## config.mk

```make
export PLATFORM = sky130hd
export DESIGN_NAME = aluPipeTop
export DESIGN_NICKNAME = d
export VERILOG_FILES = /design/src/hw/aluPkg.sv /design/src/hw/operandStage.sv /design/src/hw/aluStage.sv /design/src/hw/decimalStage.sv /design/src/hw/aluPipeTop.sv
export SDC_FILE = /design/constraint.sdc
export NUM_CORES = 1
export LEC_CHECK = 0
export ABC_AREA = 1
export BUFFER_PORTS_ARGS = -buffer_cell sky130_fd_sc_hd__buf_2
export CAP_MARGIN = 20
export CORE_MARGIN = 2
export CORE_UTILIZATION = 55
export DETAILED_ROUTE_END_ITERATION = 16
export PLACE_DENSITY = 0.75
export SLEW_MARGIN = 15
export SYNTH_ARGS = -nofsm -noshare
export SYNTH_HDL_FRONTEND = slang
export SYNTH_HIERARCHICAL = 1
export SYNTH_SLANG_ARGS = --single-unit
```

## constraint.sdc

```tcl
create_clock -name rstAll -period 3.8 [get_ports rstAll]
set_clock_uncertainty 0.2 [all_clocks]
set_input_delay 0.19 -clock rstAll [delete_from_list [all_inputs] [get_ports rstAll]]
set_output_delay 0.19 -clock rstAll [all_outputs]
set_load 0.01 [all_outputs]
```

## src/hw/aluPkg.sv

```systemverilog
package aluPkg;

    // datapath widths
    localparam int dataWidth   = 8;
    localparam int nibbleWidth = dataWidth / 2;

    // register stages between a request and its response
    localparam int pipeDepth   = 3;

    // packed BCD correction constants
    localparam logic [dataWidth-1:0] bcdLowAdj  = 8'h06;
    localparam logic [dataWidth-1:0] bcdHighAdj = 8'h60;
    localparam logic [dataWidth-1:0] bcdMax     = 8'h99;

    typedef enum logic [2:0] {
        opAdc,
        opSbc,
        opAnd,
        opEor,
        opOra,
        opRor
    } aluOpE;

    // one request per inValid strobe, each brings its own carry
    typedef struct packed {
        aluOpE                op;
        logic [dataWidth-1:0] operandA;
        logic [dataWidth-1:0] operandB;
        logic                 carryIn;
        logic                 decimalMode;
    } aluReqT;

    // one-hot operation selects, decimal selects already qualified
    typedef struct packed {
        logic sumSel;
        logic andSel;
        logic eorSel;
        logic orSel;
        logic shiftSel;
        logic decAdd;
        logic decSub;
    } aluCtrlT;

    // first stage output, opB is inverted for SBC
    typedef struct packed {
        aluCtrlT              ctrl;
        logic [dataWidth-1:0] opA;
        logic [dataWidth-1:0] opB;
        logic                 carryIn;
    } opStageT;

    typedef struct packed {
        logic n;
        logic v;
        logic z;
        logic c;
    } aluFlagsT;

    // second stage output, binary result before decimal adjust
    typedef struct packed {
        logic [dataWidth-1:0] binResult;
        logic                 halfCarry;
        logic                 carryOut;
        logic                 overflow;
        logic                 decAdd;
        logic                 decSub;
    } binStageT;

    typedef struct packed {
        logic [dataWidth-1:0] result;
        aluFlagsT             flags;
    } aluRespT;

endpackage

```

## src/hw/operandStage.sv

```systemverilog
`timescale 1ns/1ns

module operandStage (
    input  logic            rstAll,
    input  logic            arstN,
    input  logic            inValid,
    input  aluPkg::aluReqT  inReq,
    output logic            stage1Valid,
    output aluPkg::opStageT stage1
);

    import aluPkg::*;

    aluCtrlT ctrlNext;
    opStageT stageNext;

    // opcode to one-hot selects
    // decimal selects are resolved here so later stages never look at op again
    always_comb begin
        ctrlNext = '0;
        case (inReq.op)
            opAdc: begin
                ctrlNext.sumSel = 1'b1;
                ctrlNext.decAdd = inReq.decimalMode;
            end
            opSbc: begin
                ctrlNext.sumSel = 1'b1;
                ctrlNext.decSub = inReq.decimalMode;
            end
            opAnd: begin
                ctrlNext.andSel = 1'b1;
            end
            opEor: begin
                ctrlNext.eorSel = 1'b1;
            end
            opOra: begin
                ctrlNext.orSel = 1'b1;
            end
            opRor: begin
                ctrlNext.shiftSel = 1'b1;
            end
            default: begin
                ctrlNext = '0;
            end
        endcase
    end

    // subtract is an add of the inverted operand, carry acts as not-borrow
    always_comb begin
        stageNext.ctrl    = ctrlNext;
        stageNext.opA     = inReq.operandA;
        stageNext.opB     = (inReq.op == opSbc) ? ~inReq.operandB : inReq.operandB;
        stageNext.carryIn = inReq.carryIn;
    end

    always_ff @(posedge rstAll or negedge arstN) begin
        if (!arstN) begin
            stage1Valid <= 1'b0;
            stage1      <= '0;
        end else begin
            stage1Valid <= inValid;
            // payload only moves with a valid item
            if (inValid) begin
                stage1 <= stageNext;
            end
        end
    end

endmodule

```

## src/hw/aluStage.sv

```systemverilog
`timescale 1ns/1ns

module aluStage (
    input  logic             rstAll,
    input  logic             arstN,
    input  logic             stage1Valid,
    input  aluPkg::opStageT  stage1,
    output logic             stage2Valid,
    output aluPkg::binStageT stage2
);

    import aluPkg::*;

    logic [nibbleWidth:0] lowSum;
    logic [nibbleWidth:0] highSum;
    logic [dataWidth-1:0] sumResult;
    logic                 sumOverflow;
    binStageT             stageNext;

    // add in two nibble steps so the half carry is visible
    always_comb begin
        lowSum  = {1'b0, stage1.opA[nibbleWidth-1:0]}
                + {1'b0, stage1.opB[nibbleWidth-1:0]}
                + {{nibbleWidth{1'b0}}, stage1.carryIn};
        highSum = {1'b0, stage1.opA[dataWidth-1:nibbleWidth]}
                + {1'b0, stage1.opB[dataWidth-1:nibbleWidth]}
                + {{nibbleWidth{1'b0}}, lowSum[nibbleWidth]};
    end

    assign sumResult = {highSum[nibbleWidth-1:0], lowSum[nibbleWidth-1:0]};

    // same sign in, different sign out
    assign sumOverflow = (stage1.opA[dataWidth-1] == stage1.opB[dataWidth-1])
                       && (stage1.opA[dataWidth-1] != sumResult[dataWidth-1]);

    always_comb begin
        // logic ops keep the incoming carry and clear overflow
        stageNext.binResult = '0;
        stageNext.halfCarry = 1'b0;
        stageNext.carryOut  = stage1.carryIn;
        stageNext.overflow  = 1'b0;
        stageNext.decAdd    = stage1.ctrl.decAdd;
        stageNext.decSub    = stage1.ctrl.decSub;

        if (stage1.ctrl.sumSel) begin
            stageNext.binResult = sumResult;
            stageNext.halfCarry = lowSum[nibbleWidth];
            stageNext.carryOut  = highSum[nibbleWidth];
            stageNext.overflow  = sumOverflow;
        end else if (stage1.ctrl.andSel) begin
            stageNext.binResult = stage1.opA & stage1.opB;
        end else if (stage1.ctrl.eorSel) begin
            stageNext.binResult = stage1.opA ^ stage1.opB;
        end else if (stage1.ctrl.orSel) begin
            stageNext.binResult = stage1.opA | stage1.opB;
        end else if (stage1.ctrl.shiftSel) begin
            // rotate right through carry on operand B
            stageNext.binResult = {stage1.carryIn, stage1.opB[dataWidth-1:1]};
            stageNext.carryOut  = stage1.opB[0];
        end
    end

    always_ff @(posedge rstAll or negedge arstN) begin
        if (!arstN) begin
            stage2Valid <= 1'b0;
            stage2      <= '0;
        end else begin
            stage2Valid <= stage1Valid;
            if (stage1Valid) begin
                stage2 <= stageNext;
            end
        end
    end

endmodule

```

## src/hw/decimalStage.sv

```systemverilog
`timescale 1ns/1ns

module decimalStage (
    input  logic             rstAll,
    input  logic             arstN,
    input  logic             stage2Valid,
    input  aluPkg::binStageT stage2,
    output logic             outValid,
    output aluPkg::aluRespT  outResp
);

    import aluPkg::*;

    logic                 lowFix;
    logic                 highFix;
    logic [dataWidth-1:0] adjResult;
    logic                 adjCarry;
    aluRespT              respNext;

    // correction conditions, both taken from the binary result
    always_comb begin
        lowFix  = 1'b0;
        highFix = 1'b0;
        if (stage2.decAdd) begin
            // low digit past 9 or a carry out of it
            lowFix  = (stage2.binResult[nibbleWidth-1:0] > bcdMax[nibbleWidth-1:0])
                    || stage2.halfCarry;
            highFix = stage2.carryOut || (stage2.binResult > bcdMax);
        end else if (stage2.decSub) begin
            // a borrow out of a digit means it wrapped
            lowFix  = !stage2.halfCarry;
            highFix = !stage2.carryOut;
        end
    end

    always_comb begin
        adjResult = stage2.binResult;
        adjCarry  = stage2.carryOut;
        if (stage2.decAdd) begin
            if (lowFix) begin
                adjResult = adjResult + bcdLowAdj;
            end
            if (highFix) begin
                adjResult = adjResult + bcdHighAdj;
                // decimal carry, even when the binary add did not carry
                adjCarry  = 1'b1;
            end
        end else if (stage2.decSub) begin
            if (lowFix) begin
                adjResult = adjResult - bcdLowAdj;
            end
            if (highFix) begin
                adjResult = adjResult - bcdHighAdj;
            end
        end
    end

    // N and Z from the final result, V stays the binary overflow
    always_comb begin
        respNext.result  = adjResult;
        respNext.flags.n = adjResult[dataWidth-1];
        respNext.flags.v = stage2.overflow;
        respNext.flags.z = (adjResult == '0);
        respNext.flags.c = adjCarry;
    end

    always_ff @(posedge rstAll or negedge arstN) begin
        if (!arstN) begin
            outValid <= 1'b0;
            outResp  <= '0;
        end else begin
            outValid <= stage2Valid;
            if (stage2Valid) begin
                outResp <= respNext;
            end
        end
    end

endmodule

```

## src/hw/aluPipeTop.sv

```systemverilog
`timescale 1ns/1ns

module aluPipeTop (
    input  logic            rstAll,
    input  logic            arstN,
    input  logic            inValid,
    input  aluPkg::aluReqT  inReq,
    output logic            outValid,
    output aluPkg::aluRespT outResp
);

    import aluPkg::*;

    // decode to ALU
    logic     stage1Valid;
    opStageT  stage1;

    // ALU to decimal adjust
    logic     stage2Valid;
    binStageT stage2;

    operandStage opStageInst (
        .rstAll      (rstAll),
        .arstN       (arstN),
        .inValid     (inValid),
        .inReq       (inReq),
        .stage1Valid (stage1Valid),
        .stage1      (stage1)
    );

    aluStage aluStageInst (
        .rstAll      (rstAll),
        .arstN       (arstN),
        .stage1Valid (stage1Valid),
        .stage1      (stage1),
        .stage2Valid (stage2Valid),
        .stage2      (stage2)
    );

    decimalStage decStageInst (
        .rstAll      (rstAll),
        .arstN       (arstN),
        .stage2Valid (stage2Valid),
        .stage2      (stage2),
        .outValid    (outValid),
        .outResp     (outResp)
    );

endmodule

```

==> flow_summary.json <==
{
  "cts_sinks": 51,
  "synth-seq-cells": 51,
  "fin_crit_sh_pct": 75.71,
  "peakVddDrop_mv": 0.2173,
  "grt_overflow": 0,
  "io_buffers": 36,
  "h-tree-depth": 2,
  "hold_depth": 1,
  "dp_cells": 621,
  "clock_latency_ns": 0.31,
  "grt_util_all_layers_pct": 25.09,
  "post-route-drc-count": 0,
  "cp-end-kind": "flop",
  "place_ws_ns": 0.9367,
  "place_area_um2": 3775,
  "ant_nets": 0,
  "vias": 3444,
  "cts_setup_buffers": 0,
  "tightest_slew_ns": 0.5407,
  "cts_resized": 0,
  "ios": 37,
  "timing.final.max_slew_violations": 0,
  "startpoint_type": "flop",
  "crit_type": "flop to flop",
  "fin_ws_ns": 0.9229,
  "synth_top_family_by_area": "simple AND/OR/NAND/NOR gates",
  "dpl.hpwl_mm": 6.367,
  "rsz0062_at_grt": "false",
  "min-delay-start": "inValid",
  "critPathRequiredTime_ns": 3.85,
  "cts_root_buf": "clkbuf_8",
  "synthSimpleGateAreaFrac_pct": 34.16,
  "start_util_pct": 56.86,
  "reg2reg_depth": 14,
  "period_needed_ns": 2.877,
  "reg2reg_slack_ns": 0.92,
  "synth-compound-area-share_pct": 10.00,
  "clk_path_buf_depth": 2,
  "timing.fmax_mhz": 347.6,
  "yosysSeqAreaShare_pct": 35.55,
  "setup_violations": 0,
  "cts-hold-fix-buffers": 15,
  "fill_cells": 590,
  "synthMuxAreaShare_pct": 0,
  "cts_tree": "yes",
  "die_x_um": 84.79,
  "diodes": 0,
  "ys_types": 31,
  "cap_violations": 0,
  "wl_mm": 8.429,
  "coreArea_um2": 6314,
  "netlist_instances": 523,
  "antenna_found_initial": 0,
  "viasPerCell": 5.348,
  "area_growth_pct": 11.71,
  "grt_pass1_wl_mm": 14.58,
  "yosys.area.top_type": "dfrtp_1",
  "yosys.area_share.xor_xnor_pct": 0.2440,
  "reg2reg_from": "opStageInst/stage1[1]$_DFFE_PN0P_",
  "cts_buffers": 5,
  "mappedNetlistArea_um2": 3590,
  "r2r-end": "aluStageInst/stage2[10]$_DFFE_PN0P_",
  "wl_per_cell_um": 13.09,
  "hp-class": "input port to flop",
  "grt_max_degree": 44,
  "drive_gt1_share_pct": 10.93,
  "place_congestion": 0.9433,
  "whs_endpoint": "opStageInst/stage1Valid$_DFF_PN0_",
  "die_h_um": 84.79,
  "layout.area.seq_um2": 1276,
  "crit_path_max_fanout": 4,
  "dr.pass1.iters": 4,
  "multi_input_area_um2": 1924,
  "design_area_um2": 4010,
  "synth_warnings": 6,
  "die_area_um2": 7189,
  "finalNonFillerCells": 644,
  "finalSetupTns_ns": 0,
  "cts.clk_slew.worst_paths_ns": 0.09,
  "worst_ep_arrival_time_ns": 2.93,
  "grt_pass1_vias": 3271,
  "finalPower_mw": 1.485,
  "status": "completed",
  "synth_top_area_share_pct": 35.55,
  "synthesis.nets": 571,
  "yosys-top-cells-area": "dfrtp_1, nand2_1, ha_1",
  "fin_nets": 614,
  "hold_viol": 0,
  "synth_fa_ha_area_share_pct": 9.202,
  "syn_area_per_cell_um2": 6.864,
  "num_rows": 29,
  "slew_headroom_pct": 63.95,
  "first_iter_violations": 162,
  "leakagePower_nw": 2.223,
  "p_per_area_nw_per_um2": 370.3
}
==> cell usage after synthesis (all sizes together) <==
cell type,n
nand2,187
inv,75
dfrtp,51
nand3,49
nor2,37
a21oi,29
o21ai,22
ha,20
buf,13
nand4,13
a31oi,4
fa,4
o31ai,4
clkbuf,3
o22ai,3
or2,3
clkinv,2
nand3b,2
o211ai,1
xor2,1
==> cell families (layout without fill, tap and decap cells) <==
group / count (synthesis) / in the layout
AO/OA/AOI/OAI: 63 / 63
adder cells (fa/ha/maj): 24 / 24
buffers and inverters: 93 / 137
flip-flops: 51 / 51
AND/OR/NAND/NOR: 291 / 291
XOR/XNOR: 1 / 1
==> placed cells by master (no fill, tap or decap), drive strengths merged <==
cell,netlist,final
a21oi,29,29
a31oi,4,4
buf,13,37
clkbuf,3,6
clkinv,2,3
clkinvlp,0,1
dfrtp,51,51
dlygate4sd3,0,15
fa,4,4
ha,20,20
inv,75,75
nand2,187,187
nand3,49,49
nand3b,2,2
nand4,13,13
nor2,37,37
o211ai,1,1
o21ai,22,22
o22ai,3,3
o31ai,4,4
or2,3,3
xor2,1,1
==> state kept, by name, summed over array words and instances (netlist names) <==
signal,cells
decStageInst/outResp,11
opStageInst/stage1,24
decStageInst/outValid,1
aluStageInst/stage2Valid,1
aluStageInst/stage2,13
opStageInst/stage1Valid,1
==> stage by stage <==
step	utilization, %	hold WS [ns]
detailed placement	59.79	-0.1434
global route	63.52	0.02068
floorplan	-	-0.3056
CTS	63.52	0.002599
global placement	59.79	-0.1471
finish	63.52	0.01050
==> how the worst max path moves through the flow <==
stage                                           start                                   to  slack [ns]  cells past startpoint
finish              opStageInst/stage1[1]$_DFFE_PN0P_  aluStageInst/stage2[10]$_DFFE_PN0P_        0.92                     14
global route        opStageInst/stage1[1]$_DFFE_PN0P_  aluStageInst/stage2[11]$_DFFE_PN0P_        0.64                     17
CTS                 opStageInst/stage1[1]$_DFFE_PN0P_  aluStageInst/stage2[10]$_DFFE_PN0P_        0.91                     14
detailed placement  opStageInst/stage1[1]$_DFFE_PN0P_  aluStageInst/stage2[10]$_DFFE_PN0P_        0.94                     14
global placement    opStageInst/stage1[1]$_DFFE_PN0P_  aluStageInst/stage2[11]$_DFFE_PN0P_        1.01                     17
floorplan           opStageInst/stage1[1]$_DFFE_PN0P_  aluStageInst/stage2[10]$_DFFE_PN0P_        1.13                     14
==> cell type report <==
cell class                 instances  area share [%]
tap                               77           2.402
clock buffer                       6           1.810
sequential                        51           31.83
inverter                          77           7.239
multi-input combinational        379           47.99
timing repair buffer              52           8.424
clock inverter                     2          0.3120
==> power by group <==
group | internal, mW | switching [mW]
registers | 0.608 | 0.0814
logic | 0.185 | 0.302
clock network | 0.129 | 0.180
total | 0.922 | 0.563
==> critical path: stages, from the launching register on <==
cell and delay [ns]:
dfrtp_1 0.42, inv_1 0.11, fa_1 0.17, inv_1 0.06, fa_1 0.37, nand2_1 0.08, nand2_1 0.05, a21oi_1 0.18
inv_1 0.08, fa_1 0.39, inv_1 0.08, fa_1 0.40, nor2_1 0.11, a21oi_1 0.05, nand2_1 0.07
==> layer usage <==
layer | vias up | GRT usage, % | wire (um)
li1 | 1750 | - | -
met3 | 24 | 3.638 | 355
met2 | 100 | 44.24 | 4117
met5 | - | 0 | 0
met4 | 0 | 10.82 | 310
met1 | 1570 | 30.49 | 3646
(Power assumes the default switching activity.)
